$ cat src/msx_cas_consts.svh
//==========================================================================
// Cassette path constants
// Widths, the CAS download index and the tape bit timing shared by
// the loader, the byte buffer and the tape player
//==========================================================================

`ifndef MSX_CAS_CONSTS_SVH
`define MSX_CAS_CONSTS_SVH

// Buffer address width, 4096 bytes at 12
`define CAS_ADDR_W 12

// Host download index that carries a CAS image
`define CAS_IOCTL_INDEX 5

// Host download address width
`define IOCTL_ADDR_W 27

// clk21m cycles per tape clock enable
`define CE_DIV 4

// Tape clock enables per serialized bit, 32 clk21m cycles in total
`define BIT_TICKS 8

`endif

$ cat src/cas_mem_pkg.sv
//==========================================================================
// Cassette buffer types
// Address, length and byte types of the CAS image buffer plus the
// decoded host download index
//==========================================================================

`include "msx_cas_consts.svh"

package cas_mem_pkg;

   // Byte address inside the image buffer
   typedef logic [`CAS_ADDR_W-1:0] cas_addr_t;

   // Image length, one bit wider to hold a full buffer
   typedef logic [`CAS_ADDR_W:0] cas_len_t;

   // One image byte
   typedef logic [7:0] cas_byte_t;

   // Download index, low six bits of the host index
   typedef enum logic [5:0] {
      IDX_OTHER = 6'd0,
      IDX_CAS   = 6'(`CAS_IOCTL_INDEX)
   } ioctl_index_e;

endpackage

$ cat src/cas_loader.sv
`timescale 1ns/10ps
//==========================================================================
// CAS image loader
// Takes host download writes tagged with the CAS index, turns them
// into registered buffer writes and tracks the image length
//==========================================================================

`include "msx_cas_consts.svh"

module cas_loader (
   input  logic                     clk21m,
   input  logic                     rst_n,
   input  logic                     ioctl_download,
   input  logic [15:0]              ioctl_index,
   input  logic                     ioctl_wr,
   input  logic [`IOCTL_ADDR_W-1:0] ioctl_addr,
   input  cas_mem_pkg::cas_byte_t   ioctl_dout,
   output logic                     wr_en,
   output cas_mem_pkg::cas_addr_t   wr_addr,
   output cas_mem_pkg::cas_byte_t   wr_data,
   output logic                     load_start,
   output cas_mem_pkg::cas_len_t    img_len
);
   import cas_mem_pkg::*;

   ioctl_index_e idx;
   logic         is_cas;
   logic         is_cas_q;
   logic         accept;
   cas_len_t     wr_end;

   // Index decode, only the low six bits matter
   assign idx    = (ioctl_index[5:0] == IDX_CAS) ? IDX_CAS : IDX_OTHER;
   assign is_cas = ioctl_download && (idx == IDX_CAS);
   assign accept = is_cas && ioctl_wr;

   // Download edge and write strobe
   always_ff @(posedge clk21m or negedge rst_n) begin
      if (!rst_n) begin
         is_cas_q   <= 1'b0;
         load_start <= 1'b0;
         wr_en      <= 1'b0;
      end else begin
         is_cas_q   <= is_cas;
         // One pulse as a CAS download opens
         load_start <= is_cas && !is_cas_q;
         wr_en      <= accept;
      end
   end

   // Write payload
   always_ff @(posedge clk21m) begin
      if (accept) begin
         wr_addr <= ioctl_addr[`CAS_ADDR_W-1:0];
         wr_data <= ioctl_dout;
      end
   end

   // Byte count implied by the current write
   assign wr_end = cas_len_t'(wr_addr) + cas_len_t'(1);

   // Image length, highest written address plus one
   always_ff @(posedge clk21m or negedge rst_n) begin
      if (!rst_n) begin
         img_len <= '0;
      end else if (load_start) begin
         // First byte may land together with the start pulse
         img_len <= wr_en ? wr_end : '0;
      end else if (wr_en && (wr_end > img_len)) begin
         img_len <= wr_end;
      end
   end

   // Host must not send more than the buffer holds
   a_addr_in_buffer: assert property (@(posedge clk21m) disable iff (!rst_n)
      accept |-> ((ioctl_addr >> `CAS_ADDR_W) == '0));

endmodule

$ cat config.mk
export PLATFORM = sky130hd
export DESIGN_NAME = cas_loader
export DESIGN_NICKNAME = d
export VERILOG_FILES = /design/src/cas_mem_pkg.sv /design/src/cas_loader.sv
export VERILOG_INCLUDE_DIRS = /design/src
export SDC_FILE = /design/constraint.sdc
export NUM_CORES = 1
export LEC_CHECK = 0
export ABC_AREA = 1
export BUFFER_PORTS_ARGS = -buffer_cell sky130_fd_sc_hd__buf_2
export CAP_MARGIN = 20
export CORE_MARGIN = 2
export CORE_UTILIZATION = 42
export DETAILED_ROUTE_END_ITERATION = 7
export PLACE_DENSITY = 0.75
export SYNTH_ARGS = -nofsm -noshare
export SYNTH_HDL_FRONTEND = slang
export SYNTH_SLANG_ARGS = --single-unit
$ cat constraint.sdc
create_clock -name clk21m -period 2.45 [get_ports clk21m]
set_clock_uncertainty 0.2 [all_clocks]
set_input_delay 0.735 -clock clk21m [delete_from_list [all_inputs] [get_ports clk21m]]
set_output_delay 0.735 -clock clk21m [all_outputs]
set_load 0.05 [all_outputs]
==> flow_summary.json <==
{
  "slew_viol_final": 0,
  "synth_cells": 235,
  "synth_top_area_share": 0.301,
  "reg2reg_slack_ns": -0.21,
  "numCtsBuffers": 5,
  "regArea_um2": 1000,
  "pin_count": 90,
  "ir_worst_vdd_uv": 408,
  "ys_types": 20,
  "wl_um": 4790,
  "fill_cells": 364,
  "hold_viol_final": 0,
  "status": "complete, but fails checks",
  "syn_avg_cell_area_um2": 8.50,
  "grt_util_all_layers": 0.176,
  "ys_seq_area_frac": 0.501,
  "vias": 1856,
  "cts_tree": "built",
  "crit_type": "reg -> reg",
  "power_density_nw_per_um2": 522,
  "synth_area_leaders": "edfxtp_1 30%, dfrtp_1 20%, nand2_1 12%, ha_1 8.8%, inv_1 8.6%",
  "core_area_um2": 4660,
  "drt_iter0_markers": 53,
  "crit_arrival_ns": 2.65,
  "min_period_ns": 2.66,
  "p_leak_nw": 1.53,
  "dieArea_um2": 5330,
  "first_global_vias": 1707,
  "start_util": 0.429,
  "die_h_um": 73.0,
  "startpoint_type": "flip-flop",
  "dieWidth_um": 73.0,
  "yosys.area.top_type": "edfxtp_1",
  "cts_htree_levels": 2,
  "synthSimpleGateAreaFrac": 0.269,
  "critPathRequiredTime_ns": 2.44,
  "hpwl_um": 3410,
  "rsz0062_at_grt": "true",
  "portBuffers": 64,
  "grt_first_pass_wirelength_um": 7090,
  "synthAdderAreaFrac": 0.0877,
  "slew_headroom": 0.745,
  "grt_max_degree": 22,
  "tightest_slew_ns": 0.382,
  "place.gp.congestion": 0.835,
  "setup_violations": 13,
  "wl_per_cell_um": 12.2,
  "synthXorXnorAreaFrac": 0.0219,
  "ys.warnings.count": 0,
  "violations": "negative setup slack",
  "reg2regPathDepth": 15,
  "synth_top_family_by_area": "simple AND/OR/NAND/NOR gates",
  "maxCapViolCount": 0,
  "antenna_found_initial": 0,
  "grt_overflow": 0,
  "drive_above_1_share": 0.424,
  "root_buffer": "clkbuf_8",
  "drtAntennaViolNets": 0,
  "synth-compound-area-share": 0.0188,
  "clock-sinks": 36,
  "crit_fanout": 7,
  "clock_path_buffers": 2,
  "finalCritPeriodShare": 1.08,
  "end_kind": "flip-flop",
  "area_delta_synth_final_pct": 47.3,
  "fin_ws_ns": -0.207,
  "setup_tns_ns": -2.40,
  "synthesis.area_um2": 2000,
  "fin_nets": 408,
  "synth_fp_nets": 304,
  "fmax_mhz": 376,
  "drc": 0,
  "clk_pin_slew_ns": 0.08,
  "synth_seq_cells": 36,
  "reg2reg_from": "wr_addr[1]",
  "synth_mux_area_frac": 0,
  "viasPerCell": 4.71,
  "hp-class": "in -> async",
  "clock_latency_ns": 0.30,
  "worstReg2RegEnd": "img_len[4]",
  "antenna_cells": 0,
  "multi_input_area_um2": 970,
  "postPlaceCellArea_um2": 2560,
  "drtPass1Iterations": 4,
  "final_area_um2": 2940,
  "dp_slack_ns": -0.179,
  "rows": 25
}
per-stage QoR:
stage               utilization  cells  hold WS, ns  power, mW
floorplan                     -    235        0.178      0.917
CTS                       0.600    393        0.154       1.53
detailed placement        0.550    374        0.199       1.00
global placement          0.550    374        0.183      0.995
finish                    0.632    394        0.146       1.54
global route              0.632    394        0.172       1.59
cells in the final DEF (no fill, tap or decap), types with 7 or more instances in the layout:
cell	count
buf_2	64
buf_4	30
dfrtp_1	16
edfxtp_1	20
ha_1	11
inv_1	43
nand2_1	58
nand2_2	7
nand3_1	13
nor2_1	21
where the power goes:
part           leakage [nW]  internal [mW]  switching, mW
registers             0.394          0.672         0.0269
clock network        0.0541          0.301          0.221
logic                  1.08          0.102          0.214
total                  1.53           1.07          0.462
layout make-up:
cell class / instances / area share
multi-input cells: 150 / 0.329
flip-flops and latches: 36 / 0.340
repair buffers: 100 / 0.211
clock buffers: 5 / 0.0234
inverters: 46 / 0.0586
clock inverters: 3 / 0.0144
well taps: 54 / 0.0229
cells in the mapped netlist (all sizes together):
cell type,count
nor3,5
nand3,20
a21oi,4
edfxtp,20
xor2,5
inv,46
clkbuf,2
nor2,26
nand4,4
and2,1
dfrtp,16
buf,2
o21ai,2
ha,14
nand2,67
o21a,1
registers in the layout (all words and copies together) (netlist names):
register	cells
img_len	13
is_cas_q	1
load_start	1
wr_addr	12
wr_data	8
wr_en	1
kinds of logic (layout without fill, tap and decap cells):
group,Yosys count,after routing
and+or+nand+nor,123,124
buffers and inverters,50,154
DFF,36,36
adders and majority gates,14,14
AOI/OAI and AO/OA,7,7
xor gates and xnor gates,5,5
routing by layer:
| metal | global-route usage | part of all wire | vias to the layer above |
|---|---|---|---|
| li1 | - | - | 942 |
| met1 | 0.201 | 0.39 | 842 |
| met2 | 0.305 | 0.52 | 60 |
| met3 | 0.0635 | 0.065 | 12 |
| met4 | 0.0576 | 0.023 | 0 |
| met5 | 0 | 0 | - |
repair_timing:
item	in CTS	in global routing
hold buffers	0	0
setup buffers	11	0
pin swaps	4	16
gates cloned	0	1
gates resized for setup	8	31
setup endpoints to repair	13	13
how the worst max path moves through the flow:
stage | to | from | cells after the start
final | img_len[4] | wr_addr[1] | 15
after global placement | img_len[8] | wr_addr[0] | 15
after detailed placement | img_len[4] | wr_addr[1] | 15
after floorplan | img_len[10] | wr_addr[0] | 16
after CTS | img_len[8] | wr_addr[1] | 17
after global routing | img_len[4] | wr_addr[3] | 18
critical path, stage by stage, from the launching register on:
cell      delay (ns)
edfxtp_1        0.42
ha_4            0.17
nand3_4         0.09
nor3_2          0.11
nand4_1         0.19
nor2_1          0.18
ha_1            0.26
nand2_1         0.11
nor2_2          0.05
buf_4           0.13
a21oi_2         0.16
nand2_2         0.11
nand2_8         0.12
nand2_8         0.08
nand2_1         0.09
nand2_1         0.06
Power figures use the tool's default switching activity.
