==> config.mk <==
export PLATFORM = sky130hd
export DESIGN_NAME = tape_player
export DESIGN_NICKNAME = d
export VERILOG_FILES = /design/src/cas_mem_pkg.sv /design/src/tape_pkg.sv /design/src/tape_player.sv
export VERILOG_INCLUDE_DIRS = /design/src
export SDC_FILE = /design/constraint.sdc
export NUM_CORES = 1
export LEC_CHECK = 0
export BUFFER_PORTS_ARGS = -buffer_cell sky130_fd_sc_hd__buf_2
export CAP_MARGIN = 40
export CORE_UTILIZATION = 35
export DETAILED_ROUTE_END_ITERATION = 8
export SLEW_MARGIN = 10
export SYNTH_ARGS = -nofsm -noshare
export SYNTH_HDL_FRONTEND = slang
export SYNTH_SLANG_ARGS = --single-unit
==> constraint.sdc <==
create_clock -name clk21m -period 2.9 [get_ports clk21m]
set_clock_uncertainty 0.15 [all_clocks]
set_input_delay 0.145 -clock clk21m [delete_from_list [all_inputs] [get_ports clk21m]]
set_output_delay 0.145 -clock clk21m [all_outputs]
set_load 0.005 [all_outputs]
==> src/msx_cas_consts.svh <==
//==========================================================================
// Cassette path constants
// Widths, the CAS download index and the tape bit timing shared by
// the loader, the byte buffer and the tape player
//==========================================================================

`ifndef MSX_CAS_CONSTS_SVH
`define MSX_CAS_CONSTS_SVH

// Buffer address width, 4096 bytes at 12
`define CAS_ADDR_W 12

// Host download index that carries a CAS image
`define CAS_IOCTL_INDEX 5

// Host download address width
`define IOCTL_ADDR_W 27

// clk21m cycles per tape clock enable
`define CE_DIV 4

// Tape clock enables per serialized bit, 32 clk21m cycles in total
`define BIT_TICKS 8

`endif

==> src/cas_mem_pkg.sv <==
//==========================================================================
// Cassette buffer types
// Address, length and byte types of the CAS image buffer plus the
// decoded host download index
//==========================================================================

`include "msx_cas_consts.svh"

package cas_mem_pkg;

   // Byte address inside the image buffer
   typedef logic [`CAS_ADDR_W-1:0] cas_addr_t;

   // Image length, one bit wider to hold a full buffer
   typedef logic [`CAS_ADDR_W:0] cas_len_t;

   // One image byte
   typedef logic [7:0] cas_byte_t;

   // Download index, low six bits of the host index
   typedef enum logic [5:0] {
      IDX_OTHER = 6'd0,
      IDX_CAS   = 6'(`CAS_IOCTL_INDEX)
   } ioctl_index_e;

endpackage

==> src/tape_pkg.sv <==
//==========================================================================
// Tape player types
// Player FSM states and the cassette input source select
//==========================================================================

package tape_pkg;

   // Player FSM
   typedef enum logic [2:0] {
      TP_IDLE  = 3'd0,
      TP_FETCH = 3'd1,
      TP_WAIT  = 3'd2,
      TP_SHIFT = 3'd3,
      TP_END   = 3'd4
   } tape_state_e;

   // Cassette input source
   typedef enum logic {
      CAS_AUDIO_FILE = 1'b0,
      CAS_AUDIO_ADC  = 1'b1
   } cas_audio_src_e;

endpackage

==> src/tape_player.sv <==
`timescale 1ns/10ps
//==========================================================================
// CAS tape player
// Fetches image bytes over the buffer rd/ready port and shifts them out
// MSB first, one bit per 32 clk21m cycles while the motor runs.
// The next byte is prefetched during the last bit of the current one.
// Output source is either this playback or the ADC tape bit
//==========================================================================

`include "msx_cas_consts.svh"

module tape_player (
   input  logic                     clk21m,
   input  logic                     rst_n,
   input  logic                     load_start,
   input  cas_mem_pkg::cas_len_t    img_len,
   input  logic                     rewind_req,
   input  logic                     cas_motor_n,
   input  tape_pkg::cas_audio_src_e audio_src,
   input  logic                     tape_adc,
   input  logic                     tape_adc_act,
   input  cas_mem_pkg::cas_byte_t   rd_data,
   input  logic                     ready,
   output logic                     rd,
   output cas_mem_pkg::cas_addr_t   rd_addr,
   output logic                     cas_audio_in
);
   import cas_mem_pkg::*;
   import tape_pkg::*;

   localparam int CE_W   = $clog2(`CE_DIV);
   localparam int TICK_W = $clog2(`BIT_TICKS);

   tape_state_e       state;
   logic              play;
   logic              rewind;
   logic              more;
   logic              ce;
   logic              bit_end;
   logic              last_bit;
   logic [CE_W-1:0]   ce_cnt;
   logic [TICK_W-1:0] tick_cnt;
   logic [2:0]        bit_cnt;
   cas_byte_t         shift_q;
   cas_byte_t         nxt_byte;
   logic              nxt_valid;
   logic              pf_pend;
   logic              rd_busy;
   cas_len_t          nxt_addr;
   logic              file_bit;

   // Motor line is active low
   assign play   = ~cas_motor_n;
   assign rewind = rewind_req | load_start;
   assign more   = nxt_addr < img_len;

   //==========================================================================
   // Bit timing
   //==========================================================================

   // Divider and tick counter only move while shifting with motor on
   assign ce       = play && (state == TP_SHIFT) && (ce_cnt == CE_W'(`CE_DIV - 1));
   assign bit_end  = ce && (tick_cnt == TICK_W'(`BIT_TICKS - 1));
   assign last_bit = (bit_cnt == 3'd7);

   always_ff @(posedge clk21m or negedge rst_n) begin
      if (!rst_n) begin
         ce_cnt   <= '0;
         tick_cnt <= '0;
      end else if (rewind || (state != TP_SHIFT)) begin
         ce_cnt   <= '0;
         tick_cnt <= '0;
      end else if (play) begin
         ce_cnt <= ce ? '0 : ce_cnt + 1'b1;
         if (ce) begin
            tick_cnt <= bit_end ? '0 : tick_cnt + 1'b1;
         end
      end
   end

   // Outstanding read, kept across rewind so a late reply is not reused
   always_ff @(posedge clk21m or negedge rst_n) begin
      if (!rst_n) begin
         rd_busy <= 1'b0;
      end else if (rd) begin
         rd_busy <= 1'b1;
      end else if (ready) begin
         rd_busy <= 1'b0;
      end
   end

   //==========================================================================
   // Player FSM
   //==========================================================================

   always_ff @(posedge clk21m or negedge rst_n) begin
      if (!rst_n) begin
         state     <= TP_IDLE;
         rd        <= 1'b0;
         rd_addr   <= '0;
         nxt_addr  <= '0;
         nxt_valid <= 1'b0;
         pf_pend   <= 1'b0;
         bit_cnt   <= '0;
      end else begin
         rd <= 1'b0;
         if (rewind) begin
            state     <= TP_IDLE;
            rd_addr   <= '0;
            nxt_addr  <= '0;
            nxt_valid <= 1'b0;
            pf_pend   <= 1'b0;
            bit_cnt   <= '0;
         end else begin
            case (state)
               TP_IDLE: begin
                  if (play && (img_len != '0)) begin
                     state <= TP_FETCH;
                  end
               end
               // First byte after start or rewind
               TP_FETCH: begin
                  if (!rd_busy && !rd) begin
                     rd       <= 1'b1;
                     rd_addr  <= nxt_addr[`CAS_ADDR_W-1:0];
                     nxt_addr <= nxt_addr + 1'b1;
                     pf_pend  <= 1'b1;
                     state    <= TP_WAIT;
                  end
               end
               TP_WAIT: begin
                  if (ready) begin
                     pf_pend <= 1'b0;
                     bit_cnt <= '0;
                     state   <= TP_SHIFT;
                  end
               end
               TP_SHIFT: begin
                  // Prefetched byte arrives mid-bit
                  if (ready && pf_pend) begin
                     nxt_valid <= 1'b1;
                     pf_pend   <= 1'b0;
                  end
                  if (bit_end) begin
                     bit_cnt <= bit_cnt + 1'b1;
                     // Last bit starts, request the next byte
                     if ((bit_cnt == 3'd6) && more) begin
                        rd       <= 1'b1;
                        rd_addr  <= nxt_addr[`CAS_ADDR_W-1:0];
                        nxt_addr <= nxt_addr + 1'b1;
                        pf_pend  <= 1'b1;
                     end
                     if (last_bit) begin
                        if (nxt_valid || (ready && pf_pend)) begin
                           nxt_valid <= 1'b0;
                        end else if (pf_pend) begin
                           // Read held up by writes
                           state <= TP_WAIT;
                        end else begin
                           state <= TP_END;
                        end
                     end
                  end
               end
               TP_END: begin
                  state <= TP_END;
               end
               default: begin
                  state <= TP_IDLE;
               end
            endcase
         end
      end
   end

   // Shift register and prefetch holding byte
   always_ff @(posedge clk21m) begin
      if ((state == TP_WAIT) && ready) begin
         shift_q <= rd_data;
      end else if ((state == TP_SHIFT) && bit_end) begin
         if (!last_bit) begin
            shift_q <= {shift_q[6:0], 1'b0};
         end else if (nxt_valid) begin
            shift_q <= nxt_byte;
         end else if (ready) begin
            shift_q <= rd_data;
         end
      end
      if ((state == TP_SHIFT) && ready) begin
         nxt_byte <= rd_data;
      end
   end

   //==========================================================================
   // Output select
   //==========================================================================

   // Idle level is high
   assign file_bit     = (state == TP_SHIFT) ? shift_q[7] : 1'b1;
   assign cas_audio_in = (audio_src == CAS_AUDIO_FILE) ? file_bit
                                                       : (tape_adc & tape_adc_act);

endmodule

==> results.rst, run 1 <==
.. list-table::
   :header-rows: 1

   * - Metric
     - Value
   * - Number of detailed-route iterations in the first pass
     - 4
   * - Synthesized Nets
     - 362
   * - Category of the critical setup timing path
     - reg2reg
   * - Worst voltage drop across the vdd grid
     - 232 uV
   * - Quantity of I/O buffers inserted on ports
     - 43
   * - Maximum buffer depth of the clock tree
     - 2
   * - Netlist area before placement
     - 3120 um^2
   * - Async SR Flop Fraction
     - 71.4%
   * - Category of the worst setup path capture point
     - flip-flop
   * - Critical path arrival
     - 2.53 ns
   * - Clock latency reported for the late side of the worst-skew pair
     - 0.31 ns
   * - Number of levels the H-tree was split into
     - 2
   * - Inst Count DP
     - 456
   * - Most common cell after layout, fill and taps aside
     - sky130_fd_sc_hd__buf_2
   * - Placement Rows
     - 34
   * - TritonCTS clock tree
     - built
   * - P&R area growth vs syn
     - 16.6%
   * - Count of yosys warnings during synthesis
     - 0
   * - Share of cells above drive strength 1
     - 21.9%
   * - Full die area
     - 9280 um^2
   * - Vias after detailed routing
     - 2,460
   * - Overall die height
     - 96.3 um
   * - DR WL/cell
     - 14.5 um
   * - Buffers inserted by post-CTS timing repair
     - 0
   * - Core outline area
     - 8680 um^2
   * - GRT Residual Overflow
     - 0
   * - Tot GR Track Use
     - 15.8%
   * - Initial antenna violation count
     - 0
   * - Maximum clock frequency
     - 410 MHz
   * - Number of gates given a new drive strength after cts
     - 0
   * - Yosys reg bits
     - 56
   * - Most instantiated flip-flop cell in the synthesis netlist
     - sky130_fd_sc_hd__dfrtp_1
   * - Antenna cell count
     - 0
   * - Share of the clock period used by the worst path
     - 84.2%
   * - Final hold violation count
     - 0
   * - Residual DRC
     - 0
   * - Number of pins exceeding their max-slew limit in the final report
     - 0
   * - Total of endpoints with negative setup slack in the final report
     - 0
   * - Largest area contributor in the netlist
     - sky130_fd_sc_hd__dfrtp_1
   * - CP startpoint kind
     - flip-flop
   * - RSZ-0062 raised after global routing
     - false
   * - Leakage power figure
     - 0.00166 uW
   * - Starting utilization of the core area
     - 35.9%
   * - Synth top area share
     - 32.1%
   * - Via count of the first global-routing pass
     - 2,343
   * - Sequential element share of the synthesized area
     - 47.6%
   * - Worst Tran Pin Value
     - 0.537 ns
   * - Worst path required time
     - 2.99 ns
   * - 1st-iter DRT viols
     - 77
   * - Commonest cells after routing, fill and taps aside
     - sky130_fd_sc_hd__buf_2, sky130_fd_sc_hd__dfrtp_1, sky130_fd_sc_hd__a21oi_1
   * - Total Wirelength
     - 6880 um
   * - Pin count of the biggest net entering global routing
     - 24
   * - Yosys cell types
     - 53
   * - CP max FO
     - 18
   * - Mean area per synthesized cell
     - 9.95 um^2
   * - Net count reported at finish
     - 413
   * - Outcome
     - completed
   * - Filler instances
     - 882
   * - Global-route wire length before repair
     - 11,300 um
   * - Number of clock sinks
     - 56
   * - Total half-perimeter wirelength after legalization and detailed placement
     - 5090 um
   * - Post-detailed-route via-to-cell ratio
     - 5.20
   * - Slew headroom
     - 63.9%
   * - Num CTS Buffers
     - 5
   * - Max-cap check violation count
     - 0
   * - Final ANT Viol Nets
     - 0
   * - Number of synthesized flops with an enable pin
     - 16
   * - Clock transition time at the flip-flop clock pins of the worst setup and hold paths
     - 0.10 ns
   * - Pwr Density
     - 385 nW/um^2
   * - Hold WC Path Type
     - in2reg
   * - Non-filler instance count after layout
     - 473
   * - Gate count of the mapped netlist
     - 313
   * - Top-Level Pins
     - 44
   * - Placer congestion estimate
     - 0.851
   * - Die width
     - 96.3 um
   * - Largest cells by area after synthesis
     - sky130_fd_sc_hd__dfrtp_1, sky130_fd_sc_hd__edfxtp_1, sky130_fd_sc_hd__ha_1
   * - Setup total negative slack
     - 0 ns
   * - Min Clock Period, post-route
     - 2.44 ns
   * - CTS Root Cell
     - sky130_fd_sc_hd__clkbuf_8
[registers in the layout, indices dropped and copies added (netlist names)]
register and cells:
tick_cnt 3, rd_busy 1, shift_q 8, rd_addr 12, bit_cnt 3, nxt_addr 13
nxt_byte 8, rd 1, nxt_valid 1, ce_cnt 2, state 3, pf_pend 1
[what timing repair did]
action	in CTS	in global routing
endpoints found under the setup margin	0	0
endpoints found under the hold margin	48	0
hold buffers	9	0
[area by class of cell]
cell class / instances / area [um^2] / share of cell area, %
clock buffers: 5 / 68.8 / 1.89
inverters: 21 / 78.8 / 2.17
multi-input cells: 223 / 1480 / 40.8
clock inverters: 3 / 23.8 / 0.654
well taps: 108 / 135 / 3.72
repair buffers: 57 / 363 / 9.99
flip-flops and latches: 56 / 1480 / 40.8
[cell families after synthesis]
family          count (synthesis)  share of synthesized area (%)
mux                             3                           1.04
fa+ha+maj                      19                           7.63
simple gates                  101                           17.1
buf+inv                        34                           4.86
flops                          56                           47.6
compound gates                100                           21.8
[layer usage]
layer,GRT usage [%],routed length (um),vias up
met3,2.76,193,8
met1,20.7,3310,1170
met2,27.1,3310,35
met5,0,0,-
li1,-,-,1247
met4,3.92,68,0
[worst paths after layout]
check	startpoint	endpoint	slack, ns	cells past startpoint
worst max-delay path	nxt_addr[10]	nxt_addr[6]	0.46	8
worst max register to register	nxt_addr[10]	nxt_addr[6]	0.46	8
min in group asynchronous	rst_n	rd_addr[7]	0.16	2
worst min-delay path	cas_motor_n	ce_cnt[0]	0.02	3
worst min register to register	rd_addr[0]	rd_addr[0]	0.35	2
max in group asynchronous	rst_n	state[0]	1.97	3
[synthesized netlist by cell type (7+ instances only)]
cell type	instances
sky130_fd_sc_hd__dfrtp_1	40
sky130_fd_sc_hd__a21oi_1	28
sky130_fd_sc_hd__nand2_1	27
sky130_fd_sc_hd__inv_1	21
sky130_fd_sc_hd__ha_1	19
sky130_fd_sc_hd__nor2_1	18
sky130_fd_sc_hd__o21ai_0	17
sky130_fd_sc_hd__edfxtp_1	16
sky130_fd_sc_hd__a22o_1	12
sky130_fd_sc_hd__or3_1	12
sky130_fd_sc_hd__nand3_1	9
sky130_fd_sc_hd__clkbuf_1	8
sky130_fd_sc_hd__o22ai_1	7
[worst max-delay path, stage by stage, from the launching register on]
cell and delay [ns]:
sky130_fd_sc_hd__dfrtp_1 0.47, sky130_fd_sc_hd__ha_1 0.32, sky130_fd_sc_hd__a211oi_1 0.21, sky130_fd_sc_hd__o21ai_1 0.16, sky130_fd_sc_hd__a22oi_4 0.24, sky130_fd_sc_hd__o211ai_2 0.11
sky130_fd_sc_hd__buf_4 0.22, sky130_fd_sc_hd__or3_1 0.35, sky130_fd_sc_hd__a21oi_1 0.14
[where the power goes]
group	internal, uW	leakage (uW)	switching [uW]
Clock	172	0.0000404	269
Combinational	55.1	0.000916	75.7
Sequential	818	0.000700	10.5
[through the flow]
stage | worst slack, ns | instance area [um^2] | util (%) | hold slack (ns) | power [uW]
after floorplan | 0.658 | 3120 | - | -0.301 | 911
after global placement | 0.510 | 3420 | 39.4 | 0.181 | 962
after detailed placement | 0.466 | 3450 | 39.8 | -0.0137 | 969
after CTS | 0.448 | 3630 | 41.9 | 0.0163 | 1430
after global routing | 0.268 | 3630 | 41.9 | 0.0168 | 1470
final | 0.459 | 3630 | 41.9 | 0.0235 | 1400
No activity file was read; power rests on OpenSTA's default activity.
==> inputs of run 2 (changes only) <==
Settings changed: ABC_AREA set to 1.
Clock period 2.9 ns to 2.3 ns, I/O delays scaled along.
==> results.rst, run 2 <==
.. list-table::
   :header-rows: 1

   * - Metric
     - Value
   * - Outcome
     - completed (unchanged)
   * - Yosys cell types
     - 35 (was 53)
   * - Sequential element share of the synthesized area
     - 43.4% (was 47.6%)
   * - Cell area after placement
     - 3810 um^2 (was 3450 um^2)
   * - Global Route met1 Usage
     - 19.3% (was 20.7%)
   * - Non-filler instance count after layout
     - 630 (was 473)
   * - Global-route wire length before repair
     - 13,700 um (was 11,300 um)
   * - CP max FO
     - 12 (was 18)
   * - Initial antenna violation count
     - 0 (unchanged)
   * - Inst Count DP
     - 611 (was 456)
   * - Register name with the most flops
     - nxt_addr (unchanged)
   * - Flip-flop count of the largest register after layout
     - 13 (unchanged)
   * - Setup total negative slack
     - 0 ns (unchanged)
   * - Die width
     - 101 um (was 96.3 um)
   * - Number of detailed-route iterations in the first pass
     - 4 (unchanged)
   * - CP startpoint kind
     - flip-flop (unchanged)
   * - Starting utilization of the core area
     - 36.6% (was 35.9%)
   * - Crit path buf inv count
     - 1 (unchanged)
   * - Number of cell instances on the worst register-to-register path
     - 11 (was 8)
   * - Overall die height
     - 101 um (was 96.3 um)
   * - Count of yosys warnings during synthesis
     - 0 (unchanged)
   * - Global routing's busiest layer
     - met2 (unchanged)
   * - Netlist area before placement
     - 3420 um^2 (was 3120 um^2)
   * - Area taken by multi-input logic gates
     - 1660 um^2 (was 1480 um^2)
   * - RSZ-0062 raised after global routing
     - false (unchanged)
   * - Clk pwr share
     - 31.4% (was 31.5%)
   * - Total power
     - 1850 uW (was 1400 uW)
   * - Combinational cell fraction of total power
     - 11.5% (was 9.3%)
   * - Vias after detailed routing
     - 3,014 (was 2,460)
   * - Number of levels the H-tree was split into
     - 2 (unchanged)
   * - Final hold violation count
     - 0 (unchanged)
   * - Share of cells above drive strength 1
     - 14.8% (was 21.9%)
   * - TritonCTS clock tree
     - built (unchanged)
   * - Critical path arrival
     - 2.20 ns (was 2.53 ns)
   * - Gate count of the mapped netlist
     - 440 (was 313)
   * - Hold WC Path Type
     - in2async (was in2reg)
   * - Dominant cell by count in the synthesized netlist
     - sky130_fd_sc_hd__nand2_1 (was sky130_fd_sc_hd__dfrtp_1)
   * - Yosys reg bits
     - 56 (unchanged)
   * - Async SR Flop Fraction
     - 71.4% (unchanged)
   * - Total of endpoints with negative setup slack in the final report
     - 0 (unchanged)
   * - Worst voltage drop across the vdd grid
     - 244 uV (was 232 uV)
   * - 1st-iter DRT viols
     - 113 (was 77)
   * - GRT Residual Overflow
     - 0 (unchanged)
   * - Final ANT Viol Nets
     - 0 (unchanged)
   * - Fraction of power consumed by sequential logic
     - 57.1% (was 59.2%)
   * - Placer congestion estimate
     - 0.822 (was 0.851)
   * - Cell with the largest stage delay on the worst path
     - sky130_fd_sc_hd__dfrtp_1 (unchanged)
   * - Num CTS Buffers
     - 5 (unchanged)
   * - Largest area contributor in the netlist
     - sky130_fd_sc_hd__dfrtp_1 (unchanged)
   * - Clock latency reported for the late side of the worst-skew pair
     - 0.31 ns (about the same)
   * - Worst r2r src
     - nxt_addr[12] (was nxt_addr[10])
   * - Maximum single-stage delay on the critical path
     - 0.44 ns (was 0.47 ns)
   * - Slew headroom
     - 77.1% (was 63.9%)
   * - Quantity of I/O buffers inserted on ports
     - 43 (unchanged)
   * - Full die area
     - 10,200 um^2 (was 9280 um^2)
   * - Series of cell instances along the critical path
     - ha_1, nand2_1, nand2_1, nor2_1, nand3_1, nor2_1, nand2_1, nand2_2, buf_4, nand3_1, nand2_1 (was ha_1, a211oi_1, o21ai_1, a22oi_4, o211ai_2, buf_4, or3_1, a21oi_1)
   * - Family of cells with the greatest summed delay on the critical path
     - simple AND/OR/NAND/NOR gates (was compound AO/OA/AOI/OAI gates)
   * - Number of buffers inserted for hold repair after clock tree synthesis
     - 11 (was 9)
   * - FF/Latch Area
     - 1480 um^2 (unchanged)
   * - Mean area per synthesized cell
     - 7.76 um^2 (was 9.95 um^2)
   * - Worst path required time
     - 2.41 ns (was 2.99 ns)
   * - Buffers inserted by post-CTS timing repair
     - 0 (unchanged)
   * - Clock transition time at the flip-flop clock pins of the worst setup and hold paths
     - 0.11 ns (was 0.10 ns)
   * - Most common cell after layout, fill and taps aside
     - sky130_fd_sc_hd__nand2_1 (was sky130_fd_sc_hd__buf_2)
   * - P&R area growth vs syn
     - 17.6% (was 16.6%)
   * - Category of the worst setup path capture point
     - flip-flop (unchanged)
   * - DR WL/cell
     - 12.5 um (was 14.5 um)
   * - Number of pins exceeding their max-slew limit in the final report
     - 0 (unchanged)
   * - Post-route core utilization
     - 43.1% (was 41.9%)
   * - Leading cell types by count after synthesis
     - sky130_fd_sc_hd__nand2_1, sky130_fd_sc_hd__nor2_1, sky130_fd_sc_hd__nand3_1 (was sky130_fd_sc_hd__dfrtp_1, sky130_fd_sc_hd__a21oi_1, sky130_fd_sc_hd__nand2_1)
   * - Residual DRC
     - 0 (unchanged)
   * - Core outline area
     - 9330 um^2 (was 8680 um^2)
   * - Synthesized Nets
     - 489 (was 362)
   * - Placement Rows
     - 35 (was 34)
   * - Internal power
     - 1350 uW (was 1050 uW)
   * - Critical register-to-register path endpoint
     - rd_addr[1] (was nxt_addr[6])
   * - CTS Root Cell
     - sky130_fd_sc_hd__clkbuf_8 (unchanged)
   * - Via count of the first global-routing pass
     - 3,104 (was 2,343)
   * - Max-cap check violation count
     - 0 (unchanged)
   * - Switching power
     - 503 uW (was 355 uW)
   * - Pin count of the biggest net entering global routing
     - 31 (was 24)
   * - Global routing met3 resource utilization
     - 2.29% (was 2.76%)
   * - Top-Level Pins
     - 44 (unchanged)
   * - Net count reported at finish
     - 549 (was 413)
   * - Maximum clock frequency
     - 479 MHz (was 410 MHz)
   * - Cell with the most instances on the worst path
     - sky130_fd_sc_hd__nand2_1
   * - Worst-case register-to-register setup slack
     - 0.21 ns (was 0.46 ns)
   * - Met2 track utilization from global routing
     - 32.5% (was 27.1%)
   * - Filler instances
     - 943 (was 882)
   * - Switching share of power
     - 27.2% (was 25.4%)
   * - Synth top area share
     - 29.3% (was 32.1%)
   * - Pwr Density
     - 460 nW/um^2 (was 385 nW/um^2)
   * - Category of the critical setup timing path
     - reg2reg (unchanged)
   * - Total Wirelength
     - 7890 um (was 6880 um)
   * - Share of the clock period used by the worst path
     - 90.8% (was 84.2%)
   * - Total half-perimeter wirelength after legalization and detailed placement
     - 5940 um (was 5090 um)
   * - Tot GR Track Use
     - 16.8% (was 15.8%)
   * - Number of clock sinks
     - 56 (unchanged)
   * - Post-detailed-route via-to-cell ratio
     - 4.78 (was 5.20)
   * - Antenna cell count
     - 0 (unchanged)
   * - Worst Tran Pin Value
     - 0.342 ns (was 0.537 ns)
   * - Regs by FF count
     - nxt_addr: 13 flops, rd_addr: 12 flops (unchanged)
   * - Commonest cells after routing, fill and taps aside
     - sky130_fd_sc_hd__nand2_1, sky130_fd_sc_hd__nor2_1, sky130_fd_sc_hd__nand3_1 (was sky130_fd_sc_hd__buf_2, sky130_fd_sc_hd__dfrtp_1, sky130_fd_sc_hd__a21oi_1)
   * - Leakage power figure
     - 0.00203 uW (was 0.00166 uW)
   * - Number of synthesized flops with an enable pin
     - 16 (unchanged)
   * - Largest cells by area after synthesis
     - sky130_fd_sc_hd__dfrtp_1, sky130_fd_sc_hd__nand2_1, sky130_fd_sc_hd__edfxtp_1 (was sky130_fd_sc_hd__dfrtp_1, sky130_fd_sc_hd__edfxtp_1, sky130_fd_sc_hd__ha_1)
   * - Post-route cell area
     - 4020 um^2 (was 3630 um^2)
   * - Number of gates given a new drive strength after cts
     - 0 (unchanged)
   * - Min Clock Period, post-route
     - 2.09 ns (was 2.44 ns)
   * - Most instantiated flip-flop cell in the synthesis netlist
     - sky130_fd_sc_hd__dfrtp_1 (unchanged)
   * - Maximum buffer depth of the clock tree
     - 2 (unchanged)
[run 2: logic make-up (layout without fill, tap and decap cells)]
| group | Yosys count | in the layout | share of synthesized area [%] |
|---|---|---|---|
| compound gates | 27 | 27 | 5.20 |
| xor+xnor | 7 | 7 | 1.79 |
| fa+ha+maj | 19 | 19 | 6.96 |
| buf+inv | 63 | 124 | 8.02 |
| flops | 56 | 56 | 43.4 |
| simple gates | 268 | 268 | 34.7 |
[run 2: worst max path at each step]
stage                       from     endpoint  slack [ns]  cells after the start
floorplan               state[0]   shift_q[0]        0.34                      6
global placement    nxt_addr[12]  nxt_addr[6]        0.26                     11
detailed placement  nxt_addr[12]  nxt_addr[6]        0.24                     11
CTS                 nxt_addr[12]  nxt_addr[6]        0.21                     11
global route        nxt_addr[12]  nxt_addr[1]        0.05                     11
finish              nxt_addr[12]   rd_addr[1]        0.21                     11
[run 2: power groups by stage]
| stage | logic (uW) | clock network (uW) | registers (uW) |
|---|---|---|---|
| after global routing | 244 | 631 | 1060 |
| after detailed placement | 202 | 0 | 1080 |
| after floorplan | 129 | 0 | 1070 |
| final | 213 | 580 | 1060 |
| after global placement | 196 | 0 | 1080 |
| after CTS | 218 | 605 | 1060 |
[run 2: metal layers]
| layer | wire (um) | vias up |
|---|---|---|
| met4 | 85 | 0 |
| met5 | 0 | - |
| met1 | 3520 | 1416 |
| met2 | 4060 | 46 |
| met3 | 221 | 9 |
| li1 | - | 1543 |
[run 2: final cells by class]
cell class,count,share of cell area (%)
multi-input cells,321,41.3
flip-flops and latches,56,36.9
repair buffers,66,10.7
inverters,50,4.73
well taps,129,4.02
clock buffers,5,1.71
clock inverters,3,0.685
[run 2: through the flow]
step / hold slack, ns / setup WS [ns]
final: 0.0539 / 0.211
after global routing: 0.0614 / 0.0549
after CTS: 0.0538 / 0.212
after detailed placement: -0.132 / 0.241
after global placement: 0.163 / 0.260
after floorplan: -0.331 / 0.336
==> inputs of run 3 (changes only) <==
Settings changed: CORE_ASPECT_RATIO set to 0.8, RECOVER_POWER set to 100.
==> results.rst, run 3 (synthesis gave the netlist of run 2 again) <==
.. list-table::
   :header-rows: 1

   * - Metric
     - Value
   * - Max-cap check violation count
     - 0 (unchanged)
   * - Hold WC Path Type
     - in2reg (was in2async)
   * - Category of the worst setup path capture point
     - flip-flop (unchanged)
   * - Die width
     - 112 um (was 101 um)
   * - Regs by FF count
     - nxt_addr: 13 flops, rd_addr: 12 flops (unchanged)
   * - Critical path arrival
     - 2.17 ns (was 2.20 ns)
   * - Initial antenna violation count
     - 0 (unchanged)
   * - Switching share of power
     - 25.0% (was 27.2%)
   * - Worst path required time
     - 2.38 ns (was 2.41 ns)
   * - Register name with the most flops
     - nxt_addr (unchanged)
   * - Combinational cell fraction of total power
     - 10.2% (was 11.5%)
   * - Residual DRC
     - 0 (unchanged)
   * - Vias after detailed routing
     - 3,029 (was 3,014)
   * - Antenna cell count
     - 0 (unchanged)
   * - Startpoint of the tightest hold check path
     - ready
   * - Worst Tran Pin Value
     - 0.892 ns (was 0.342 ns)
   * - Core outline area
     - 9270 um^2 (was 9330 um^2)
   * - Placer congestion estimate
     - 0.821 (was 0.822)
   * - Overall die height
     - 90.4 um (was 101 um)
   * - Worst r2r src
     - nxt_addr[12] (unchanged)
   * - Full die area
     - 10,200 um^2 (about the same)
   * - Switching power
     - 506 uW (was 503 uW)
   * - Area taken by multi-input logic gates
     - 1650 um^2 (was 1660 um^2)
   * - Share of cells above drive strength 1
     - 12.3% (was 14.8%)
   * - Placement Rows
     - 31 (was 35)
   * - Leakage power figure
     - 0.00202 uW (was 0.00203 uW)
   * - Hold Path Sink
     - rd_busy
   * - Post-detailed-route via-to-cell ratio
     - 4.90 (was 4.78)
   * - Cell with the most instances on the worst path
     - sky130_fd_sc_hd__nand2_1 (unchanged)
   * - Pin count of the biggest net entering global routing
     - 27 (was 31)
   * - Setup total negative slack
     - 0 ns (unchanged)
   * - Pwr Density
     - 504 nW/um^2 (was 460 nW/um^2)
   * - Total half-perimeter wirelength after legalization and detailed placement
     - 6030 um (was 5940 um)
   * - Final hold violation count
     - 0 (unchanged)
   * - CTS Root Cell
     - sky130_fd_sc_hd__clkbuf_16 (was sky130_fd_sc_hd__clkbuf_8)
   * - FF/Latch Area
     - 1480 um^2 (unchanged)
   * - TritonCTS clock tree
     - built (unchanged)
   * - CP max FO
     - 18 (was 12)
   * - Starting utilization of the core area
     - 36.8% (was 36.6%)
   * - Global-route wire length before repair
     - 13,700 um (about the same)
   * - Number of cells on the worst hold path
     - 4
   * - Internal power
     - 1520 uW (was 1350 uW)
   * - Commonest cells after routing, fill and taps aside
     - sky130_fd_sc_hd__nand2_1, sky130_fd_sc_hd__nor2_1, sky130_fd_sc_hd__nand3_1 (unchanged)
   * - Filler instances
     - 931 (was 943)
   * - Clock transition time at the flip-flop clock pins of the worst setup and hold paths
     - 0.08 ns (was 0.11 ns)
   * - Worst voltage drop across the vdd grid
     - 308 uV (was 244 uV)
   * - Total power
     - 2020 uW (was 1850 uW)
   * - Number of clock sinks
     - 56 (unchanged)
   * - Post-route cell area
     - 4020 um^2 (about the same)
   * - Top-Level Pins
     - 44 (unchanged)
   * - Worst-case register-to-register setup slack
     - 0.21 ns (about the same)
   * - Cell area after placement
     - 3820 um^2 (was 3810 um^2)
   * - Net count reported at finish
     - 551 (was 549)
   * - Category of the critical setup timing path
     - reg2reg (unchanged)
   * - Series of cell instances along the critical path
     - ha_1, nand2_1, nand2_1, nor2_1, nand3_1, nor2_1, nand2_1, nand2_4, buf_4, nand3_1, nand2_1 (was ha_1, nand2_1, nand2_1, nor2_1, nand3_1, nor2_1, nand2_1, nand2_2, buf_4, nand3_1, nand2_1)
   * - RSZ-0062 raised after global routing
     - false (unchanged)
   * - Tot GR Track Use
     - 16.6% (was 16.8%)
   * - Final ANT Viol Nets
     - 0 (unchanged)
   * - Number of pins exceeding their max-slew limit in the final report
     - 0 (unchanged)
   * - Quantity of I/O buffers inserted on ports
     - 43 (unchanged)
   * - Total of endpoints with negative setup slack in the final report
     - 0 (unchanged)
   * - Fraction of power consumed by sequential logic
     - 52.2% (was 57.1%)
   * - Clk pwr share
     - 37.6% (was 31.4%)
   * - GRT Residual Overflow
     - 0 (unchanged)
   * - Slew headroom
     - 40.5% (was 77.1%)
   * - P&R area growth vs syn
     - 17.5% (was 17.6%)
   * - Number of cell instances on the worst register-to-register path
     - 11 (unchanged)
   * - Clock latency reported for the late side of the worst-skew pair
     - 0.29 ns (was 0.31 ns)
   * - CP startpoint kind
     - flip-flop (unchanged)
   * - Via count of the first global-routing pass
     - 2,817 (was 3,104)
   * - 1st-iter DRT viols
     - 158 (was 113)
   * - Maximum clock frequency
     - 478 MHz (was 479 MHz)
   * - Maximum buffer depth of the clock tree
     - 2 (unchanged)
   * - Most common cell after layout, fill and taps aside
     - sky130_fd_sc_hd__nand2_1 (unchanged)
   * - Critical register-to-register path endpoint
     - nxt_addr[5] (was rd_addr[1])
   * - Flip-flop count of the largest register after layout
     - 13 (unchanged)
   * - Num CTS Buffers
     - 5 (unchanged)
   * - Total Wirelength
     - 8140 um (was 7890 um)
   * - DR WL/cell
     - 13.2 um (was 12.5 um)
   * - Outcome
     - completed (unchanged)
   * - Maximum single-stage delay on the critical path
     - 0.41 ns (was 0.44 ns)
   * - Share of the clock period used by the worst path
     - 90.9% (was 90.8%)
   * - Min Clock Period, post-route
     - 2.09 ns (about the same)
   * - Number of levels the H-tree was split into
     - 2 (unchanged)
   * - Number of detailed-route iterations in the first pass
     - 5 (was 4)
   * - Cell with the largest stage delay on the worst path
     - sky130_fd_sc_hd__dfrtp_1 (unchanged)
-- run 3: routing by layer --
| metal | track usage [%] | share of wire [%] |
|---|---|---|
| met1 | 25.6 | 53 |
| met2 | 24.4 | 42 |
| met3 | 1.74 | 4.2 |
| met4 | 4.56 | 0.96 |
| met5 | 0 | 0 |
-- run 3: worst max-delay path, delay by kind of cell (launching register included) --
kind          cells  cell delay [ns]
simple gates      9             0.96
flops             1             0.41
fa+ha+maj         1             0.30
buf+inv           1             0.21
-- run 3: worst max path at each step --
stage / start / endpoint / cells past startpoint
6_report: nxt_addr[12] / nxt_addr[5] / 11
5_1_grt: bit_cnt[1] / state[1] / 9
4_1_cts: nxt_addr[12] / rd_addr[2] / 11
3_5_place_dp: nxt_addr[12] / rd_addr[2] / 11
3_3_place_gp: nxt_addr[12] / nxt_addr[12] / 11
2_1_floorplan: state[0] / shift_q[0] / 6
-- run 3: through the flow --
step,hold slack (ns),cells,util [%],setup WS [ns]
3_5_place_dp,-0.0781,600,41.2,0.117
6_report,0.0605,618,43.3,0.209
2_1_floorplan,-0.331,440,-,0.336
4_1_cts,0.0574,618,43.8,0.0885
5_1_grt,0.0979,618,43.3,0.0156
3_3_place_gp,0.147,599,41.0,0.161
-- run 3: power by group through the flow --
stage	clock network, uW	registers (uW)	logic (uW)
after floorplan	0	1070	129
after global placement	0	1080	190
after detailed placement	0	1080	200
after CTS	778	1060	214
after global routing	804	1060	235
final	760	1060	205
-- run 3: cell type report --
cell class / count / share of cell area [%]
multi-input cells: 321 / 41.1
clock inverters: 3 / 0.467
well taps: 115 / 3.58
flip-flops and latches: 56 / 36.9
repair buffers: 68 / 10.1
clock buffers: 5 / 3.12
inverters: 50 / 4.74
-- run 3: timing repair --
action                                  4_1_cts  5_1_grt
gates resized for setup                       0        1
endpoints found under the setup margin        0       26
endpoints found under the hold margin        57        0
setup buffers                                 0        0
hold buffers                                 10        0
